File: src/design/axi_bridge_params.svh
`ifndef AXI_BRIDGE_PARAMS_SVH
`define AXI_BRIDGE_PARAMS_SVH

// axi bus geometry
`define AXI_DW      32          // data width
`define AXI_AW      32          // address width
`define AXI_IDW     4           // id width on ar

// cache line
`define LINE_W      512
`define LINE_BEATS  16          // LINE_W / AXI_DW

// read ids per requester
`define AXI_ID_INST 4'd0
`define AXI_ID_DATA 4'd1

`endif

File: src/design/axi_bridge_pkg.sv
package axi_bridge_pkg;

    // read channel engine
    typedef enum logic [1:0]
    {
        RD_IDLE,
        RD_ADDR,                // ar valid held
        RD_DATA                 // r ready held
    } rd_state_t;

    // write channel engine
    typedef enum logic [1:0]
    {
        WR_IDLE,
        WR_ADDR,
        WR_DATA,
        WR_RESP                 // waiting on b
    } wr_state_t;

    // owner of the pending read
    typedef enum logic
    {
        REQ_INST,
        REQ_DATA
    } requester_t;

endpackage

File: src/design/rd_req_if.sv
`include "axi_bridge_params.svh"

interface rd_req_if;
    import axi_bridge_pkg::*;

    logic               valid;      // latched request pending
    logic [`AXI_AW-1:0] addr;
    requester_t         owner;
    logic               done;       // last r beat taken

    modport source
    (
        output valid, addr, owner,
        input  done
    );

    modport sink
    (
        input  valid, addr, owner,
        output done
    );

endinterface

File: src/design/line_assembler.sv
`include "axi_bridge_params.svh"

module line_assembler
(
    input  logic               aclk,
    input  logic               aresetn,
    input  logic               i_beat,       // r handshake
    input  logic [`AXI_DW-1:0] i_beat_data,
    input  logic               i_last,
    output logic [`LINE_W-1:0] o_line
);

    localparam int STORE_W = `LINE_W - `AXI_DW;    // 15 beats held

    logic [STORE_W-1:0] store_q;

    // new beat enters at the top, first beat ends up at bit 0
    always_ff @(posedge aclk or negedge aresetn)
    begin
        if (!aresetn)
        begin
            store_q <= '0;
        end
        else if (i_beat)
        begin
            if (i_last)
                store_q <= '0;      // ready for the next line
            else
                store_q <= {i_beat_data, store_q[STORE_W-1:`AXI_DW]};
        end
    end

    // valid in the cycle of the last beat
    assign o_line = {i_beat_data, store_q};

endmodule

File: src/design/rd_req_decode.sv
`include "axi_bridge_params.svh"

module rd_req_decode
(
    input  logic               aclk,
    input  logic               aresetn,
    input  logic               i_irvalid,
    input  logic [`AXI_AW-1:0] i_iraddr,
    input  logic               i_drvalid,
    input  logic [`AXI_AW-1:0] i_draddr,
    rd_req_if.source           req
);
    import axi_bridge_pkg::*;

    logic pick_data;
    logic pick_inst;

    // data cache has priority, only sampled while nothing is pending
    assign pick_data = !req.valid && i_drvalid;
    assign pick_inst = !req.valid && !i_drvalid && i_irvalid;

    always_ff @(posedge aclk or negedge aresetn)
    begin
        if (!aresetn)
        begin
            req.valid <= 1'b0;
            req.owner <= REQ_INST;
        end
        else if (req.done)
        begin
            req.valid <= 1'b0;      // free again next cycle
        end
        else if (pick_data)
        begin
            req.valid <= 1'b1;
            req.owner <= REQ_DATA;
        end
        else if (pick_inst)
        begin
            req.valid <= 1'b1;
            req.owner <= REQ_INST;
        end
    end

    // line address, no reset needed
    always_ff @(posedge aclk)
    begin
        if (pick_data)
            req.addr <= i_draddr;
        else if (pick_inst)
            req.addr <= i_iraddr;
    end

    // the engine reads addr for the whole burst
    a_addr_stable : assert property (@(posedge aclk) disable iff (!aresetn)
        (req.valid && !req.done) |=> $stable(req.addr))
        else $error("rd_req_decode: request address changed while pending");

endmodule

File: src/design/axi_rd_engine.sv
`include "axi_bridge_params.svh"

module axi_rd_engine
(
    input  logic                aclk,
    input  logic                aresetn,
    rd_req_if.sink              req,
    output logic [`AXI_IDW-1:0] o_ar_id,
    output logic [`AXI_AW-1:0]  o_ar_addr,
    output logic [7:0]          o_ar_len,
    output logic [2:0]          o_ar_size,
    output logic [1:0]          o_ar_burst,
    output logic                o_ar_valid,
    input  logic                i_ar_ready,
    input  logic [`AXI_DW-1:0]  i_r_data,
    input  logic                i_r_last,
    input  logic                i_r_valid,
    output logic                o_r_ready,
    output logic [`LINE_W-1:0]  o_irdata,
    output logic                o_irready,
    output logic [`LINE_W-1:0]  o_drdata,
    output logic                o_drready
);
    import axi_bridge_pkg::*;

    localparam int BEAT_CW = $clog2(`LINE_BEATS);

    rd_state_t          state_q;
    rd_state_t          state_d;
    logic               r_hs;
    logic               last_hs;
    logic [BEAT_CW-1:0] beat_cnt;
    logic [`LINE_W-1:0] line;

    assign r_hs     = i_r_valid && o_r_ready;
    assign last_hs  = r_hs && i_r_last;
    assign req.done = last_hs;

    always_ff @(posedge aclk or negedge aresetn)
    begin
        if (!aresetn)
            state_q <= RD_IDLE;
        else
            state_q <= state_d;
    end

    always_comb
    begin
        state_d = state_q;
        case (state_q)
            RD_IDLE: if (req.valid) state_d = RD_ADDR;
            RD_ADDR: if (i_ar_ready) state_d = RD_DATA;
            RD_DATA: if (last_hs) state_d = RD_IDLE;
            default: state_d = RD_IDLE;
        endcase
    end

    // fixed burst shape: 16 x 4 bytes, incr
    assign o_ar_id    = (req.owner == REQ_DATA) ? `AXI_ID_DATA : `AXI_ID_INST;
    assign o_ar_addr  = req.addr;
    assign o_ar_len   = 8'(`LINE_BEATS - 1);
    assign o_ar_size  = 3'd2;
    assign o_ar_burst = 2'b01;
    assign o_ar_valid = (state_q == RD_ADDR);
    assign o_r_ready  = (state_q == RD_DATA);

    line_assembler u_line_assembler
    (
        .aclk        (aclk),
        .aresetn     (aresetn),
        .i_beat      (r_hs),
        .i_beat_data (i_r_data),
        .i_last      (i_r_last),
        .o_line      (line)
    );

    // line and pulse go to whoever owns the request
    assign o_irready = last_hs && (req.owner == REQ_INST);
    assign o_drready = last_hs && (req.owner == REQ_DATA);
    assign o_irdata  = o_irready ? line : '0;
    assign o_drdata  = o_drready ? line : '0;

    always_ff @(posedge aclk or negedge aresetn)
    begin
        if (!aresetn)
            beat_cnt <= '0;
        else if (last_hs)
            beat_cnt <= '0;
        else if (r_hs)
            beat_cnt <= beat_cnt + 1'b1;
    end

    a_rlast_16th : assert property (@(posedge aclk) disable iff (!aresetn)
        r_hs |-> (i_r_last == (beat_cnt == BEAT_CW'(`LINE_BEATS - 1))))
        else $error("axi_rd_engine: r_last not on beat %0d", `LINE_BEATS);

endmodule

File: src/design/axi_wr_engine.sv
`include "axi_bridge_params.svh"

module axi_wr_engine
(
    input  logic                 aclk,
    input  logic                 aresetn,
    input  logic                 i_dwvalid,
    input  logic [`AXI_AW-1:0]   i_dwaddr,
    input  logic [`LINE_W-1:0]   i_dwdata,
    input  logic [`AXI_DW/8-1:0] i_dwstrb,
    output logic                 o_dwready,
    output logic [`AXI_AW-1:0]   o_aw_addr,
    output logic [7:0]           o_aw_len,
    output logic [2:0]           o_aw_size,
    output logic [1:0]           o_aw_burst,
    output logic                 o_aw_valid,
    input  logic                 i_aw_ready,
    output logic [`AXI_DW-1:0]   o_w_data,
    output logic [`AXI_DW/8-1:0] o_w_strb,
    output logic                 o_w_last,
    output logic                 o_w_valid,
    input  logic                 i_w_ready,
    input  logic                 i_b_valid,
    output logic                 o_b_ready
);
    import axi_bridge_pkg::*;

    localparam int BEAT_CW = $clog2(`LINE_BEATS);

    wr_state_t            state_q;
    wr_state_t            state_d;
    logic                 take;
    logic                 w_hs;
    logic [BEAT_CW-1:0]   beat_cnt;
    logic [`AXI_AW-1:0]   addr_q;
    logic [`LINE_W-1:0]   line_q;
    logic [`AXI_DW/8-1:0] strb_q;

    assign take = (state_q == WR_IDLE) && i_dwvalid;
    assign w_hs = o_w_valid && i_w_ready;

    always_ff @(posedge aclk or negedge aresetn)
    begin
        if (!aresetn)
            state_q <= WR_IDLE;
        else
            state_q <= state_d;
    end

    always_comb
    begin
        state_d = state_q;
        case (state_q)
            WR_IDLE: if (i_dwvalid) state_d = WR_ADDR;
            WR_ADDR: if (i_aw_ready) state_d = WR_DATA;
            WR_DATA: if (w_hs && o_w_last) state_d = WR_RESP;
            WR_RESP: if (i_b_valid) state_d = WR_IDLE;
            default: state_d = WR_IDLE;
        endcase
    end

    // line and strobe moved to the byte offset of the address
    always_ff @(posedge aclk)
    begin
        if (take)
        begin
            addr_q <= i_dwaddr;
            line_q <= i_dwdata << {i_dwaddr[1:0], 3'b000};
            strb_q <= i_dwstrb << i_dwaddr[1:0];
        end
    end

    always_ff @(posedge aclk or negedge aresetn)
    begin
        if (!aresetn)
            beat_cnt <= '0;
        else if (take)
            beat_cnt <= '0;
        else if (w_hs)
            beat_cnt <= beat_cnt + 1'b1;    // wraps to 0 after beat 15
    end

    assign o_aw_addr  = addr_q;
    assign o_aw_len   = 8'(`LINE_BEATS - 1);
    assign o_aw_size  = 3'd2;
    assign o_aw_burst = 2'b01;
    assign o_aw_valid = (state_q == WR_ADDR);

    // lowest word first
    assign o_w_data  = line_q[beat_cnt * `AXI_DW +: `AXI_DW];
    assign o_w_strb  = strb_q;
    assign o_w_last  = (beat_cnt == BEAT_CW'(`LINE_BEATS - 1));
    assign o_w_valid = (state_q == WR_DATA);

    assign o_b_ready = (state_q == WR_RESP);
    assign o_dwready = o_b_ready && i_b_valid;   // one cycle pulse

    // a stalled beat stays on the bus until the slave takes it
    a_w_stable : assert property (@(posedge aclk) disable iff (!aresetn)
        (o_w_valid && !i_w_ready) |=> o_w_valid && $stable(o_w_data) && $stable(o_w_last))
        else $error("axi_wr_engine: w beat changed before its handshake");

endmodule

File: src/design/cache_axi_bridge.sv
`include "axi_bridge_params.svh"

module cache_axi_bridge
(
    input  logic                 aclk,
    input  logic                 aresetn,
    // instruction cache read
    input  logic                 i_irvalid,
    input  logic [`AXI_AW-1:0]   i_iraddr,
    output logic [`LINE_W-1:0]   o_irdata,
    output logic                 o_irready,
    // data cache read
    input  logic                 i_drvalid,
    input  logic [`AXI_AW-1:0]   i_draddr,
    output logic [`LINE_W-1:0]   o_drdata,
    output logic                 o_drready,
    // data cache writeback
    input  logic                 i_dwvalid,
    input  logic [`AXI_AW-1:0]   i_dwaddr,
    input  logic [`LINE_W-1:0]   i_dwdata,
    input  logic [`AXI_DW/8-1:0] i_dwstrb,
    output logic                 o_dwready,
    // ar / r
    output logic [`AXI_IDW-1:0]  o_ar_id,
    output logic [`AXI_AW-1:0]   o_ar_addr,
    output logic [7:0]           o_ar_len,
    output logic [2:0]           o_ar_size,
    output logic [1:0]           o_ar_burst,
    output logic                 o_ar_valid,
    input  logic                 i_ar_ready,
    input  logic [`AXI_DW-1:0]   i_r_data,
    input  logic                 i_r_last,
    input  logic                 i_r_valid,
    output logic                 o_r_ready,
    // aw / w / b
    output logic [`AXI_AW-1:0]   o_aw_addr,
    output logic [7:0]           o_aw_len,
    output logic [2:0]           o_aw_size,
    output logic [1:0]           o_aw_burst,
    output logic                 o_aw_valid,
    input  logic                 i_aw_ready,
    output logic [`AXI_DW-1:0]   o_w_data,
    output logic [`AXI_DW/8-1:0] o_w_strb,
    output logic                 o_w_last,
    output logic                 o_w_valid,
    input  logic                 i_w_ready,
    input  logic                 i_b_valid,
    output logic                 o_b_ready
);

    rd_req_if rd_req ();

    rd_req_decode u_rd_req_decode
    (
        .aclk      (aclk),
        .aresetn   (aresetn),
        .i_irvalid (i_irvalid),
        .i_iraddr  (i_iraddr),
        .i_drvalid (i_drvalid),
        .i_draddr  (i_draddr),
        .req       (rd_req)
    );

    axi_rd_engine u_axi_rd_engine
    (
        .aclk       (aclk),
        .aresetn    (aresetn),
        .req        (rd_req),
        .o_ar_id    (o_ar_id),
        .o_ar_addr  (o_ar_addr),
        .o_ar_len   (o_ar_len),
        .o_ar_size  (o_ar_size),
        .o_ar_burst (o_ar_burst),
        .o_ar_valid (o_ar_valid),
        .i_ar_ready (i_ar_ready),
        .i_r_data   (i_r_data),
        .i_r_last   (i_r_last),
        .i_r_valid  (i_r_valid),
        .o_r_ready  (o_r_ready),
        .o_irdata   (o_irdata),
        .o_irready  (o_irready),
        .o_drdata   (o_drdata),
        .o_drready  (o_drready)
    );

    // writes run independently of reads
    axi_wr_engine u_axi_wr_engine
    (
        .aclk       (aclk),
        .aresetn    (aresetn),
        .i_dwvalid  (i_dwvalid),
        .i_dwaddr   (i_dwaddr),
        .i_dwdata   (i_dwdata),
        .i_dwstrb   (i_dwstrb),
        .o_dwready  (o_dwready),
        .o_aw_addr  (o_aw_addr),
        .o_aw_len   (o_aw_len),
        .o_aw_size  (o_aw_size),
        .o_aw_burst (o_aw_burst),
        .o_aw_valid (o_aw_valid),
        .i_aw_ready (i_aw_ready),
        .o_w_data   (o_w_data),
        .o_w_strb   (o_w_strb),
        .o_w_last   (o_w_last),
        .o_w_valid  (o_w_valid),
        .i_w_ready  (i_w_ready),
        .i_b_valid  (i_b_valid),
        .o_b_ready  (o_b_ready)
    );

endmodule

File: config.mk
export PLATFORM = sky130hd
export DESIGN_NAME = cache_axi_bridge
export DESIGN_NICKNAME = d
export VERILOG_FILES = /design/src/design/axi_bridge_pkg.sv /design/src/design/rd_req_if.sv /design/src/design/line_assembler.sv /design/src/design/rd_req_decode.sv /design/src/design/axi_rd_engine.sv /design/src/design/axi_wr_engine.sv /design/src/design/cache_axi_bridge.sv
export VERILOG_INCLUDE_DIRS = /design/src /design/src/design
export SDC_FILE = /design/constraint.sdc
export NUM_CORES = 2
export LEC_CHECK = 0
export ABC_AREA = 0
export ABC_CLOCK_PERIOD_IN_PS = 18300
export BUFFER_PORTS_ARGS = -buffer_cell sky130_fd_sc_hd__buf_2
export CORE_AREA = 2 2 702 704
export DETAILED_ROUTE_END_ITERATION = 12
export DIE_AREA = 0 0 704 706
export SKIP_CTS_REPAIR_TIMING = 1
export SYNTH_ARGS = -nofsm -noshare
export SYNTH_HDL_FRONTEND = slang
export SYNTH_HIERARCHICAL = 1
export SYNTH_SLANG_ARGS = --single-unit
File: constraint.sdc
create_clock -name aclk -period 18.3 [get_ports aclk]
set_input_delay 4.575 -clock aclk [delete_from_list [all_inputs] [get_ports aclk]]
set_output_delay 4.575 -clock aclk [all_outputs]
set_load 0.03 [all_outputs]
==> reports/results.ini <==
[outcome]
status=complete, but fails checks
violations=DRC

[global_route]
track_usage_pct=15.2
grt_pass1_vias=48848
grt_max_degree=265
antenna_found_initial=215
grt_pass1_wl_um=507000
grt.overflow.total=0

[setup_path]
crit_buf_inv=4
cp-end-kind=output pin
startpoint=i_r_last
worst_path_max_delay_cell=and3b_4
worst-path-max-fanout=168
critPathLaunchType=input port
critPathTopFamily=buffers and inverters
cp_data_arrival_time_ns=8.07
critPathRequiredTime_ns=13.73
critPathKind=in -> out
max_stage_delay_ns=0.87
crit_chain=buf_8 -> and3b_4 -> buf_12 -> buf_4 -> and3_1 -> buf_2
r2r-start=u_axi_rd_engine/state_q[1]

[detailed_routing]
drc=5
routed-via-count=53933
routedWlPerCell_um=30.4
vias_per_cell=4.11
wl_um=399000
drt_iter0_drc=8074
first_pass_iters=11
antenna_left=0

[timing]
setup_viol=0
final_max_slew_viol_count=0
fin_crit_ns=12.65
timing.final.hold_violations=0
slew_headroom_pct=14.3
min_period_over_period_pct=69.1
fin_setup_tns_ns=0
fin_skew_ns=0.0568
timing.hold.ws_ns=0.516
fmax_mhz=79.1
rsz0062_at_grt=false
worst_slew_pin_slew_ns=1.29

[logic_synthesis]
yosysTopAreaCell=edfxtp_1
syn_area_per_cell_um2=12.5
yosysMostFrequentCell=and3_1
synth_warnings=6
synth_async_sr_flop_share_pct=45.8
ys_types=42
synthTopCellsByArea=edfxtp_1 27%, mux4_2 21%, dfrtp_1 19%
synth_top_area_share_pct=27.5
ys_seq_area_share_pct=46.8
ys_ff_latch=1070
synth_cells=5063
synth-edff-count=580
synth_ff_type=edfxtp_1
ys_top_cells_by_count=1025 x and3_1, 586 x mux4_2, 580 x edfxtp_1, 490 x dfrtp_1, 482 x inv_1
synth.cell_area_mm2=0.0634

[final_layout]
nFillCells=54071
nets=7097
syn_to_final_growth_pct=29.7
drive_above_1_share_pct=41.2

[floorplanning]
coreArea_mm2=0.489
die_y_um=706
initial_utilization_pct=13.0
rows=257
dieArea_mm2=0.497
die_w_um=704
io_pins=1818

[min_path]
hold_start=u_axi_rd_engine/state_q[1]
hold_path.class=reg -> reg

[power_and_ir_drop]
leakage_nw=36.3
vdd_drop_max_v=0.0000739
powerDensity_mw_per_mm2=132

[placed_design]
port-buffer-count=1788
dp_hpwl_um=326000
globalplace.congestion=1.03

[cts]
numCtsBuffers=138
clock-root-buffer=clkbuf_16
htreeDepth=4
cts_tree=built
clkLatencyLatePin_ns=0.84
clk_pin_slew_ns=0.06
clockBufferDepth=4
cts.sinks=1070

[job]
cap_violations=0

-- registers in the layout (all words and copies together) (netlist names) --
register / cells
u_axi_wr_engine/line_q: 512
u_axi_rd_engine/u_line_assembler/store_q: 480
u_axi_wr_engine/o_aw_addr: 32
u_rd_req_decode/req.addr: 32
u_axi_wr_engine/beat_cnt: 4
u_axi_wr_engine/o_w_strb: 4
u_axi_rd_engine/state_q: 2
u_axi_wr_engine/state_q: 2
u_rd_req_decode/req.owner: 1
u_rd_req_decode/req.valid: 1
-- metrics by stage --
| stage | instance area [um^2] | total power, W | cells | setup WS [ns] | util, % |
|---|---|---|---|---|---|
| 2_1_floorplan | 63500 | 0.00576 | 5088 | 6.08 | - |
| 3_3_place_gp | 77500 | 0.00808 | 12771 | 5.80 | 15.8 |
| 3_5_place_dp | 77500 | 0.00812 | 12771 | 5.75 | 15.8 |
| 4_1_cts | 81900 | 0.0110 | 13008 | 5.78 | 16.8 |
| 5_1_grt | 82100 | 0.0112 | 13056 | 5.50 | 16.8 |
| 6_report | 82200 | 0.0109 | 13119 | 5.65 | 16.8 |
-- worst paths after layout --
path	cells past startpoint	slack, ns	end
min reg2reg	1	0.52	u_axi_rd_engine/state_q[0]
min	1	0.52	u_axi_rd_engine/state_q[0]
min in group asynchronous	1	3.72	u_axi_rd_engine/u_line_assembler/store_q[324]
max in group asynchronous	4	11.62	u_axi_rd_engine/u_line_assembler/store_q[169]
max	6	5.65	o_drdata[44]
max reg2reg	7	14.18	u_axi_rd_engine/u_line_assembler/store_q[416]
-- final cells by class --
type / instances / area, um^2 / share of cell area (%)
clock inverter: 60 / 744 / 0.905
inverter: 482 / 1810 / 2.20
timing repair buffer: 1856 / 9650 / 11.7
multi-input combinational: 2888 / 28200 / 34.3
antenna: 111 / 278 / 0.338
tap: 6475 / 8100 / 9.85
clock buffer: 177 / 3720 / 4.53
sequential: 1070 / 29700 / 36.1
-- report_power, final --
group	switching, W	leakage, nW	internal (W)
sequential	0.00210	11.9	0.00335
clock	0.00119	2.16	0.00161
combinational	0.00172	22.3	0.000925
total	0.00501	36.3	0.00588
-- cells by family (layout without fill, tap and decap cells) --
group | count (synthesis) | in the layout | share of synthesized area (%)
xor+xnor | 2 | 2 | 0.0276
mux | 659 | 659 | 22.8
buf+inv | 1130 | 2575 | 8.89
flops | 1070 | 1070 | 46.8
simple gates | 1613 | 1613 | 16.6
other cells | 4 | 140 | 0.0237
fa+ha+maj | 6 | 6 | 0.118
compound gates | 579 | 579 | 4.77
-- worst register-to-register path, cell delays in order, from the launching register on --
cell      delay, ns
dfrtp_1        0.39
nor2b_1        0.24
and2_4         0.68
buf_4          0.61
buf_4          0.90
buf_4          0.85
nand3b_1       0.24
o21ai_1        0.12
-- metal layers --
metal	global-route usage, %	routed length, um
met1	18.5	150000
met3	7.48	56900
met5	0.115	513
met2	22.8	174000
met4	6.03	17800
-- cell usage in the layout, fill, tap and decap left out, types with 30 or more instances in the layout --
cell type | synthesis | routed
and3_1 | 1025 | 1025
buf_2 | 169 | 1784
buf_4 | 121 | 56
clkbuf_16 | 0 | 139
dfrtp_1 | 490 | 487
diode_2 | 0 | 111
edfxtp_1 | 580 | 580
inv_1 | 482 | 482
mux2_4 | 30 | 30
mux4_2 | 586 | 586
nand3b_1 | 480 | 480
nor2_1 | 50 | 48
o21ai_0 | 47 | 47
o21ai_1 | 443 | 443
o22ai_1 | 64 | 64
No activity file was read; power rests on OpenSTA's default activity.
